[src/design/issue_defs.svh]
`ifndef ISSUE_DEFS_SVH
`define ISSUE_DEFS_SVH

// Physical register number width, 32 registers.
`define ISSUE_PRF_AW 5

// Register and immediate width.
`define ISSUE_DW 16

// Reservation station depth as log2, 4 slots.
`define ISSUE_RS_AW 2

// ROB tag width.
`define ISSUE_ROB_AW 4

`endif

[src/design/issue_pkg.sv]
`include "issue_defs.svh"

package issue_pkg;

   typedef logic [`ISSUE_PRF_AW-1:0]      prf_addr_t;   // Physical register number.
   typedef logic [`ISSUE_DW-1:0]          prf_data_t;   // Register value or immediate.
   typedef logic [`ISSUE_ROB_AW-1:0]      rob_id_t;     // ROB tag.
   typedef logic [(1<<`ISSUE_PRF_AW)-1:0] busy_vec_t;   // One bit per physical register.

   typedef enum logic [2:0]
   {
      ADD = 3'd0,
      SUB = 3'd1,
      AND = 3'd2,
      XOR = 3'd3,
      LI  = 3'd4                                        // Result is imm.
   } alu_op_e;

   typedef struct packed
   {
      alu_op_e   op;
      prf_data_t imm;
      prf_addr_t prs1;
      logic      prs1_re;                               // Source 1 is read.
      prf_addr_t prs2;
      logic      prs2_re;                               // Source 2 is read.
      prf_addr_t prd;
      logic      prd_we;                                // Destination is written.
      rob_id_t   rob_id;
   } uop_t;

   typedef struct packed
   {
      logic      valid;
      prf_addr_t prd;
      logic      we;
      prf_data_t data;
      rob_id_t   rob_id;
   } wb_t;

endpackage

[src/design/busy_table.sv]
module busy_table
(
   input  logic                 clk,
   input  logic                 arst_n,
   input  logic                 disp_push,
   input  issue_pkg::uop_t      disp_uop,
   input  issue_pkg::wb_t       wb,
   output issue_pkg::busy_vec_t busy
);
   import issue_pkg::*;

   busy_vec_t set_vec;
   busy_vec_t clr_vec;

   // One-hot set and clear masks for this cycle.
   always_comb
   begin
      set_vec = '0;
      clr_vec = '0;
      if (disp_push && disp_uop.prd_we)
         set_vec[disp_uop.prd] = 1'b1;                  // Result now in flight.
      if (wb.valid && wb.we)
         clr_vec[wb.prd] = 1'b1;                        // Result written back.
   end

   // A dispatch and a writeback to the same register in one cycle would
   // mean the dispatcher reused a destination that is still busy, which
   // the dispatch rules forbid. Should it happen, the set wins and the
   // register stays busy.
   always_ff @(posedge clk or negedge arst_n)
   begin
      if (!arst_n)
         busy <= '0;
      else
         busy <= (busy & ~clr_vec) | set_vec;
   end

endmodule

[src/design/issue_rs.sv]
`include "issue_defs.svh"

module issue_rs
#(
   parameter int RS_AW = `ISSUE_RS_AW
)
(
   input  logic                 clk,
   input  logic                 arst_n,
   input  logic                 push,
   input  issue_pkg::uop_t      push_uop,
   output logic                 rs_full,
   input  issue_pkg::busy_vec_t busy,
   output logic                 ex_valid,
   input  logic                 ex_pop,
   output issue_pkg::uop_t      ex_uop
);
   import issue_pkg::*;

   localparam int DEPTH = 1 << RS_AW;

   uop_t             slot_q [DEPTH];
   logic [DEPTH-1:0] free_q;
   logic [DEPTH-1:0] free_byp;
   logic [DEPTH-1:0] free_nxt;
   logic [DEPTH-1:0] rdy_vec;
   logic             has_free;
   logic             has_rdy;
   logic             has_rdy_q;
   logic [RS_AW-1:0] free_addr;
   logic [RS_AW-1:0] rdy_addr;
   logic [RS_AW-1:0] rdy_addr_q;

   // Lowest set bit wins.
   function automatic logic [RS_AW-1:0] lowest_set(input logic [DEPTH-1:0] vec);
      logic [RS_AW-1:0] idx;
      idx = '0;
      for (int i = DEPTH - 1; i >= 0; i--)
      begin
         if (vec[i])
            idx = RS_AW'(i);
      end
      return idx;
   endfunction

   assign has_free  = |free_q;
   assign free_addr = lowest_set(free_q);
   assign rs_full   = ~has_free;

   // Slot payload.
   always_ff @(posedge clk)
   begin
      if (push && has_free)
         slot_q[free_addr] <= push_uop;
   end

   // The slot being popped counts as free already, so it is not picked again.
   always_comb
   begin
      free_byp = free_q;
      if (ex_pop)
         free_byp[rdy_addr_q] = 1'b1;
   end

   always_comb
   begin
      free_nxt = free_byp;
      if (push && has_free)
         free_nxt[free_addr] = 1'b0;                    // Claim the slot.
   end

   // Occupied, and every source it reads is no longer in flight.
   always_comb
   begin
      for (int i = 0; i < DEPTH; i++)
      begin
         rdy_vec[i] = ~free_byp[i]
                    & (~slot_q[i].prs1_re | ~busy[slot_q[i].prs1])
                    & (~slot_q[i].prs2_re | ~busy[slot_q[i].prs2]);
      end
   end

   assign has_rdy  = |rdy_vec;
   assign rdy_addr = lowest_set(rdy_vec);

   always_ff @(posedge clk or negedge arst_n)
   begin
      if (!arst_n)
      begin
         free_q    <= '1;                               // All slots free.
         has_rdy_q <= 1'b0;
      end
      else
      begin
         free_q    <= free_nxt;
         has_rdy_q <= has_rdy;
      end
   end

   // Selected slot and its micro-op, presented to execute next cycle.
   always_ff @(posedge clk)
   begin
      if (has_rdy)
      begin
         rdy_addr_q <= rdy_addr;
         ex_uop     <= slot_q[rdy_addr];
      end
   end

   assign ex_valid = has_rdy_q;

endmodule

[src/design/alu_exec.sv]
`include "issue_defs.svh"

module alu_exec
(
   input  logic            clk,
   input  logic            arst_n,
   input  logic            ex_valid,
   input  issue_pkg::uop_t ex_uop,
   input  logic            hold,
   output logic            ex_pop,
   output issue_pkg::wb_t  wb
);
   import issue_pkg::*;

   localparam int NREG = 1 << `ISSUE_PRF_AW;

   prf_data_t rf_q [NREG];
   prf_data_t rs1_val;
   prf_data_t rs2_val;
   prf_data_t result;

   assign ex_pop = ex_valid & ~hold;                    // Accept unless stalled.

   // Disabled sources read as zero.
   assign rs1_val = ex_uop.prs1_re ? rf_q[ex_uop.prs1] : '0;
   assign rs2_val = ex_uop.prs2_re ? rf_q[ex_uop.prs2] : '0;

   always_comb
   begin
      case (ex_uop.op)
         ADD:     result = rs1_val + rs2_val;           // Wraps.
         SUB:     result = rs1_val - rs2_val;
         AND:     result = rs1_val & rs2_val;
         XOR:     result = rs1_val ^ rs2_val;
         LI:      result = ex_uop.imm;
         default: result = '0;
      endcase
   end

   // Writeback stage, one cycle after the pop.
   always_ff @(posedge clk or negedge arst_n)
   begin
      if (!arst_n)
         wb <= '0;
      else
      begin
         wb.valid <= ex_pop;
         if (ex_pop)
         begin
            wb.prd    <= ex_uop.prd;
            wb.we     <= ex_uop.prd_we;
            wb.data   <= result;
            wb.rob_id <= ex_uop.rob_id;
         end
      end
   end

   // Register file, written at the end of the writeback cycle.
   always_ff @(posedge clk or negedge arst_n)
   begin
      if (!arst_n)
      begin
         for (int i = 0; i < NREG; i++)
            rf_q[i] <= '0;
      end
      else if (wb.valid && wb.we)
         rf_q[wb.prd] <= wb.data;
   end

endmodule

[src/design/issue_core.sv]
module issue_core
(
   input  logic            clk,
   input  logic            arst_n,
   input  logic            disp_push,
   input  issue_pkg::uop_t disp_uop,
   input  logic            hold,
   output logic            rs_full,
   output issue_pkg::wb_t  wb
);
   import issue_pkg::*;

   busy_vec_t busy;                                     // Operand readiness.
   logic      ex_valid;
   logic      ex_pop;
   uop_t      ex_uop;

   busy_table u_busy
   (
      .clk       (clk),
      .arst_n    (arst_n),
      .disp_push (disp_push),
      .disp_uop  (disp_uop),
      .wb        (wb),
      .busy      (busy)
   );

   issue_rs u_rs
   (
      .clk      (clk),
      .arst_n   (arst_n),
      .push     (disp_push),
      .push_uop (disp_uop),
      .rs_full  (rs_full),
      .busy     (busy),
      .ex_valid (ex_valid),
      .ex_pop   (ex_pop),
      .ex_uop   (ex_uop)
   );

   alu_exec u_exec
   (
      .clk      (clk),
      .arst_n   (arst_n),
      .ex_valid (ex_valid),
      .ex_uop   (ex_uop),
      .hold     (hold),
      .ex_pop   (ex_pop),
      .wb       (wb)
   );

endmodule

[config.mk]
export PLATFORM = sky130hd
export DESIGN_NAME = issue_core
export DESIGN_NICKNAME = d
export VERILOG_FILES = /design/src/design/issue_pkg.sv /design/src/design/busy_table.sv /design/src/design/issue_rs.sv /design/src/design/alu_exec.sv /design/src/design/issue_core.sv
export VERILOG_INCLUDE_DIRS = /design/src /design/src/design
export SDC_FILE = /design/constraint.sdc
export NUM_CORES = 1
export LEC_CHECK = 0
export BUFFER_PORTS_ARGS = -buffer_cell sky130_fd_sc_hd__clkbuf_2
export CORE_ASPECT_RATIO = 1.75
export CORE_MARGIN = 5
export CORE_UTILIZATION = 25
export CTS_BUF_LIST = sky130_fd_sc_hd__clkbuf_16
export CTS_CLUSTER_SIZE = 10
export DETAILED_ROUTE_END_ITERATION = 7
export PLACE_DENSITY = 0.49
export SETUP_SLACK_MARGIN = 0.15
export SYNTH_ARGS = -nofsm -noshare
export SYNTH_HDL_FRONTEND = slang
export SYNTH_SLANG_ARGS = --single-unit
[constraint.sdc]
create_clock -name clk -period 6.7 [get_ports clk]
set_input_delay 1.005 -clock clk [delete_from_list [all_inputs] [get_ports clk]]
set_output_delay 1.005 -clock clk [all_outputs]
set_load 0.05 [all_outputs]
==> results.md, run 1 <==
* Status: finished, final reports clean
* Clock Sinks at a little under 800
* Fin. max-slew vios at 0
* Synth Warn # at 0
* Commonest cells after routing, fill and taps aside: 572 x dfrtp_1, 538 x mux2_2, 375 x mux4_2, 207 x edfxtp_1, 155 x mux2i_1
* First-pass GRT wire length at 201000 um
* Sequential element share of the synthesized area at 50.5%
* Req. time, crit path at around 7300 ps
* Slew margin rel. at 18.1%
* Reg2Reg Setup Slack at between 900 and 1000 ps
* Site row count at around 200
* Max clock buf depth at 3
* Overflow after GRT at 0
* Crit Reg-Reg Endpoint: u_exec.wb[19]
* Vias per Instance at slightly above 5
* Post-synth top area cell: dfrtp_1
* RSZ-0062 raised after global routing: no
* Final ANT Viol Nets at 0
* HPWL Detailed at 90700 um
* Post-cts repair resize count at 0
* Largest net degree at the start of global routing at 158
* CTS buffer count at 90
* CTS tree: done
* PD cells at between 400 and 500 mW/mm2
* Post-synth EDFFs at between 200 and 250
* Top FF cell, synth: dfrtp_1
* Clock Latency Late Sink at 710 ps
* Clk root buf: clkbuf_16
* Nets at about 2700
* Via count at ~25000
* Clock transition at path regs at approximately 60 ps
* Setup violations, final at 0
* Hold WS at ~300 ps
* Period utilisation layout at a little under nine tenths
* Worst r2r src: u_rs.ex_uop[11]
* Wire length per cell at about 29 um
* Overall routed net length at between 100000 and 150000 um
* Fin crit period at about 5700 ps
* Synthesis-stage register bit count at around 780
* Hold buffers post-CTS at 0
* Max FO, Critical Path at 17
* Syn Area/Cell at 15.9 um2
* CTS H-Tree Depth at 3
* Total power at 20.3 mW
* Drt drc at 0
* Maximum clock rate at about 170 MHz
* Setup_tns at 0 ps
* Die width at 316 um
* Post-CTS Setup Bufs at 0
* Core Area at between 0.15 and 0.2 mm2
* Final hold vios at 0
* Synth-to-Final Area Change at 14.5%
* Fin worst setup slack at 963 ps
* Top cells by area, synth: dfrtp_1 35%, mux4_2 21%, edfxtp_1 15%
* Antenna violations before repair at 2
* Pleak at 19.6 nW
* Worst slew pin tran at approximately 1200 ps
* Initial DRC count at approximately 1700
* Netlist cell types at 67
* Final GP Congestion at approximately 0.9
* Reg2Reg Depth at 16
* Initial Util at approximately 25%
* Post-synth net total at 2652
* Vias in the first global route at roughly 27000
* Peak supply drop at 0.298 mV
* Worst min path class: input port to asynchronous set/reset pin
* GRT Total Usage at around 16%
* Die Area at about 0.17 mm2
* Commonest non-fill, non-tap cell in the layout: dfrtp_1
* Arr. time, crit path at between 6000 and 7000 ps
* Worst Skew at 61.9 ps
* Number of I/O port buffers at 72
* Crit end category: register
* Critical path class: register to register
* Area share of the largest cell type after synthesis at a little over a third
* Ys async rst share at between 70 and 80%
* Die Ht at 545 um
* Number of I/O pins at 73
* Post-Syn Instances at approximately 2600
* Total iterations of the first detailed-routing run at 5
* Post-Syn Area at approximately 0.041 mm2
* Worst setup SP type: register
* Share of layout cells above drive strength 1 at a little under half
* Max-Cap Viols at 0
* Place WS at between 900 and 1000 ps
## stage by stage
step           instance area, um2  instances  utilization [%]
5_1_grt                     46800       4852             28.7
4_1_cts                     46800       4851             28.7
2_1_floorplan               40900       2575                -
3_3_place_gp                44100       4713             27.1
6_report                    46800       4852             28.7
3_5_place_dp                44100       4713             27.1
## registers in the layout, summed over array words and instances (netlist names)
| register | flops |
|---|---|
| u_exec.wb | 27 |
| u_rs.ex_valid | 1 |
| u_exec.rf_q | 512 |
| u_rs.free_q | 4 |
| u_rs.slot_q | 164 |
| u_rs.ex_uop | 41 |
| u_rs.rdy_addr_q | 2 |
| u_busy.busy | 32 |
## cells in the mapped netlist (6+ instances only)
library cell  instances
a21o_1                6
nor3_1               11
nand3b_1             10
a21oi_1              16
o21ai_0              37
a22o_1               15
nand2_1              98
inv_1                36
xnor2_1              14
buf_2                19
nor3b_1               6
mux4_1                6
a22oi_1              16
edfxtp_1            207
clkbuf_1            156
xor2_1               12
buf_1                29
ha_1                 31
nand3_1              18
mux2_2              538
and3_1                7
nor2_1               50
o221a_2              10
a222oi_1              8
nor2b_1              25
mux4_2              375
o22ai_1              14
dfrtp_1             572
mux2i_1             155
## area by class of cell
cell class	count	area, um2
inverter	39	146
fill	16400	116000
multi-input combinational	1542	19300
timing repair buffer	171	1300
tap	2178	2730
antenna	1	2.50
clock inverter	48	370
clock buffer	90	2250
sequential	783	20600
## layer usage
layer / vias up / track usage, % / part of all wire, %
met5: - / 0 / 0.0093
met4: 2 / 6.83 / 4.6
met3: 243 / 2.19 / 3.5
met2: 587 / 30.6 / 55
met1: 13500 / 18.0 / 37
li1: 10200 / - / -
## logic make-up after synthesis
logic type / synth area share [%]
AO/OA/AOI/OAI: 2.74
flip-flops: 50.5
adder cells (fa/ha/maj): 0.998
AND/OR/NAND/NOR: 3.04
XOR/XNOR: 0.557
buffers and inverters: 2.47
multiplexers: 39.7
## critical path, stage by stage, from the launching register on
cell,delay (ps)
edfxtp_1,1070
buf_4,320
mux4_2,510
mux4_2,500
mux2_2,360
nand2_1,170
nand3_1,290
nand2_1,180
xor2_1,200
ha_1,290
a21boi_0,150
o21ai_0,310
a211oi_1,180
or4_1,580
a41o_1,270
nor3_1,130
nand3b_1,130
## worst max-delay path by stage
stage / from / slack, ps / endpoint
after floorplan: u_rs.ex_uop[11] / 1630 / u_exec.wb[19]
after global placement: u_rs.ex_uop[11] / 880 / u_exec.wb[17]
after detailed placement: u_rs.ex_uop[11] / 940 / u_exec.wb[19]
after CTS: u_rs.ex_uop[11] / 920 / u_exec.wb[19]
after global routing: u_rs.ex_uop[11] / 650 / u_exec.wb[17]
final: u_rs.ex_uop[11] / 960 / u_exec.wb[19]
## power breakdown
group | switching, mW | internal, mW
Sequential | 1.22 | 6.11
Combinational | 4.74 | 3.71
Clock | 2.09 | 2.47
Total | 8.05 | 12.3
No activity file was read; power rests on OpenSTA's default activity.
==> run 2: changes to the inputs <==
--- a/config.mk
+++ b/config.mk
@@ -8,7 +8,7 @@
 export LEC_CHECK = 0
 export BUFFER_PORTS_ARGS = -buffer_cell sky130_fd_sc_hd__clkbuf_2
 export CORE_ASPECT_RATIO = 1.75
-export CORE_MARGIN = 5
+export CORE_MARGIN = 2
 export CORE_UTILIZATION = 25
 export CTS_BUF_LIST = sky130_fd_sc_hd__clkbuf_16
 export CTS_CLUSTER_SIZE = 10
@@ -17,4 +17,5 @@
 export SETUP_SLACK_MARGIN = 0.15
 export SYNTH_ARGS = -nofsm -noshare
 export SYNTH_HDL_FRONTEND = slang
+export SYNTH_HIERARCHICAL = 1
 export SYNTH_SLANG_ARGS = --single-unit
==> results.md, run 2 <==
* First-pass GRT wire length at 193000 um (-3.9%)
* Post-cts repair resize count at 0 (unchanged)
* Clock Latency Late Sink at 700 ps (about the same)
* Pleak at 19.4 nW (-1.1%)
* Post-Syn Area at 0.0413 mm2 (+1.1%)
* Max clock buf depth at 3 (unchanged)
* Sequential Power Share at 36.5% (+0.5 points)
* Final GP Congestion at 0.858 (-2.7%)
* Worst Skew at 38.6 ps (-23.3 ps)
* Die Ht at 542 um (-0.56%)
* Hold buffers post-CTS at 0 (unchanged)
* Max-Cap Viols at 0 (unchanged)
* Most numerous cell in the Yosys netlist: dfrtp_1
* Die width at 311 um (-1.4%)
* Clock Sinks at 783 (unchanged)
* Top Registers: u_exec/rf_q: 512 flops, u_rs/slot_q: 164 flops, u_rs/ex_uop: 41 flops
* Area share of the largest cell type after synthesis at 34.7% (-0.38 points)
* Total power at 19.4 mW (-4.4%)
* Netlist cell types at 86 (+28%)
* Syn Area/Cell at 16.0 um2 (+0.71%)
* Max FFs per register at 512 (unchanged)
* Maximum clock rate at 181 MHz (+4.0%)
* Gate power share at 40.6% (-0.9 points)
* CTS tree: done
* HPWL Detailed at 88300 um (-2.6%)
* Top cells by area, synth: dfrtp_1 35%, mux4_2 20%, edfxtp_1 15%
* Top FF cell, synth: dfrtp_1
* Placed Area at 0.0442 mm2 (+0.18%)
* Largest net degree at the start of global routing at 171 (+8.2%)
* Fin crit period at 5510 ps (-222 ps)
* Max FO, Critical Path at 38 (+21)
* Vias per Instance at 5.02 (-0.74%)
* CTS buffer count at 89 (-1.1%)
* Pint at 11.8 mW (-4.3%)
* Place WS at 1090 ps (+154 ps)
* Commonest cells after routing, fill and taps aside: 572 x dfrtp_1, 550 x mux2_2, 366 x mux4_2, 207 x edfxtp_1, 154 x mux2i_1
* Post-synth top area cell: dfrtp_1
* Commonest non-fill, non-tap cell in the layout: dfrtp_1
* # fillers at 16600 (+0.88%)
* Initial DRC count at 1580 (-8.5%)
* Wire length per cell at 27.3 um (-5.0%)
* Synth-to-Final Area Change at 13.1%
* Setup_tns at 0 ps (unchanged)
* Final instance area at 0.0467 mm2 (about the same)
* Post-synth net total at 2662 (+0.38%)
* Net Sw Frac at 39.5% (-0.11 points)
* Slew margin rel. at 17.6% (-0.51 points)
* Req. time, crit path at 7260 ps (-70 ps)
* Arr. time, crit path at 6070 ps (-290 ps)
* Die Area at 0.169 mm2 (-1.9%)
* Largest register by flop count: u_exec/rf_q
* Fin worst setup slack at 1190 ps (+222 ps)
* Critical path class: register to register
* Clock power frac at 22.9% (+0.5 points)
* Initial Util at 25.1% (+0.033 points)
* Clock transition at path regs at 60 ps (about the same)
* Post-CTS Setup Bufs at 0 (unchanged)
* Fin. max-slew vios at 0 (unchanged)
* NetSw at 7.67 mW (-4.7%)
* Clk root buf: clkbuf_16
* Synthesis-stage register bit count at 783 (unchanged)
* Status: finished, final reports clean
* CTS H-Tree Depth at 3 (unchanged)
* GRT Total Usage at 15.7% (-0.40 points)
* Drt drc at 0 (unchanged)
* Synth cell count leaders: 572 x dfrtp_1, 550 x mux2_2, 366 x mux4_2
* Peak supply drop at 0.319 mV (+7.2%)
* Crit end category: register
* Antenna violations before repair at 5 (+3)
* Setup violations, final at 0 (unchanged)
* Final ANT Viol Nets at 0 (unchanged)
* Post-synth EDFFs at 207 (unchanged)
* Site row count at 197 (+0.51%)
* RSZ-0062 raised after global routing: no
* Core Area at 0.164 mm2 (+0.96%)
* Synth Warn # at 6 (+6)
* Worst min path class: input port to asynchronous set/reset pin
* Via count at 24400 (-0.58%)
* Ys async rst share at 73.6% (unchanged)
* Final hold vios at 0 (unchanged)
* Total iterations of the first detailed-routing run at 5 (unchanged)
* Overflow after GRT at 0 (unchanged)
* PD cells at 416 mW/mm2 (-4.4%)
* Nets at 2704 (unchanged)
* Sequential element share of the synthesized area at 50.0% (-0.55 points)
* Number of I/O pins at 73 (unchanged)
* Post-Syn Instances at 2585 (+0.39%)
* Share of layout cells above drive strength 1 at 46.9% (+0.48 points)
* Period utilisation layout at 82.3% (-3.3 points)
* Vias in the first global route at 26600 (-0.21%)
* Worst setup SP type: register
* Overall routed net length at 133000 um (-4.8%)
* Number of I/O port buffers at 72 (unchanged)
* Worst slew pin tran at 1230 ps (+5.09 ps)
==> run 2: changes by cell type in the layout (fill, tap and decap cells not counted), sizes merged, moves of 5 or more <==
cell | before | now
a21oi | 17 | 12
a22o | 15 | 3
a22oi | 16 | 2
a31oi | 4 | 9
and3 | 7 | 2
buf | 100 | 95
inv | 78 | 56
mux2 | 538 | 550
nand2 | 98 | 81
nand3 | 18 | 10
nor2 | 50 | 45
o21ai | 37 | 92
o221ai | 1 | 9
o22ai | 14 | 6
==> run 2: cell type report <==
| cell class | instances | area [um2] | area share [%] |
|---|---|---|---|
| sequential | 783 | 20600 | 44.2 |
| clock buffer | 90 | 2250 | 4.82 |
| timing repair buffer | 166 | 1180 | 2.52 |
| clock inverter | 43 | 260 | 0.557 |
| multi-input combinational | 1566 | 19600 | 41.9 |
| antenna | 2 | 5.00 | 0.0107 |
| inverter | 21 | 78.8 | 0.169 |
| tap | 2189 | 2740 | 5.86 |
==> run 2: per-layer routing <==
metal / GRT usage [%] / part of all wire [%]
met5: 0 / 0.043
met4: 8.98 / 6.2
met3: 2.29 / 3.6
met1: 16.6 / 36
met2: 29.6 / 54
==> run 2: kinds of logic (layout without fill, tap and decap cells) <==
| family | Yosys count | in the layout | synth area share, % |
|---|---|---|---|
| AND/OR/NAND/NOR | 235 | 235 | 3.05 |
| AO/OA/AOI/OAI | 190 | 190 | 3.15 |
| multiplexers | 1081 | 1081 | 39.4 |
| XOR/XNOR | 28 | 28 | 0.594 |
| other | 0 | 2 | 0 |
| adder cells (fa/ha/maj) | 32 | 32 | 0.988 |
| flip-flops | 783 | 783 | 50.0 |
| buffers and inverters | 236 | 320 | 2.87 |
==> run 2: worst max-delay path, stage by stage (launching register included) <==
cell and delay [ps]:
edfxtp_1 780, buf_12 360, buf_4 420, mux4_2 550, mux2_2 270, o221ai_1 440, nand3_1 230, or3_4 470
nand2_1 100, xor2_1 170, ha_1 310, and2_1 190, a31oi_1 220, nand3_1 170, a41oi_1 270, xnor2_1 80
a222oi_1 200, o21ai_0 110
==> run 2: power groups by stage <==
stage	Clock (mW)	Combinational, mW	Sequential [mW]
floorplan	0	5.75	6.73
global placement	0	7.96	7.17
detailed placement	0	8.00	7.19
CTS	4.60	8.02	7.10
global route	4.76	8.45	7.20
finish	4.44	7.89	7.09
==> run 2: through the flow <==
step / cells / util, % / hold slack [ps]
after global routing: 4859 / 28.4 / 336
after global placement: 4725 / 26.9 / 419
after floorplan: 2585 / - / 415
after detailed placement: 4725 / 26.9 / 429
final: 4860 / 28.4 / 304
after CTS: 4858 / 28.4 / 292
==> run 2: final timing paths <==
| kind | from | endpoint | slack, ps | depth (start not counted) |
|---|---|---|---|---|
| min in group clk | u_rs/ex_uop[7] | u_exec/wb[23] | 440 | 2 |
| worst min register to register | u_rs/ex_uop[7] | u_exec/wb[23] | 440 | 2 |
| worst max register to register | u_rs/ex_uop[11] | u_exec/wb[17] | 1190 | 17 |
| worst min-delay path | arst_n | u_exec/rf_q[35] | 300 | 1 |
| worst max-delay path | u_rs/ex_uop[11] | u_exec/wb[17] | 1190 | 17 |
| max in group asynchronous | arst_n | u_exec/rf_q[509] | 4830 | 2 |
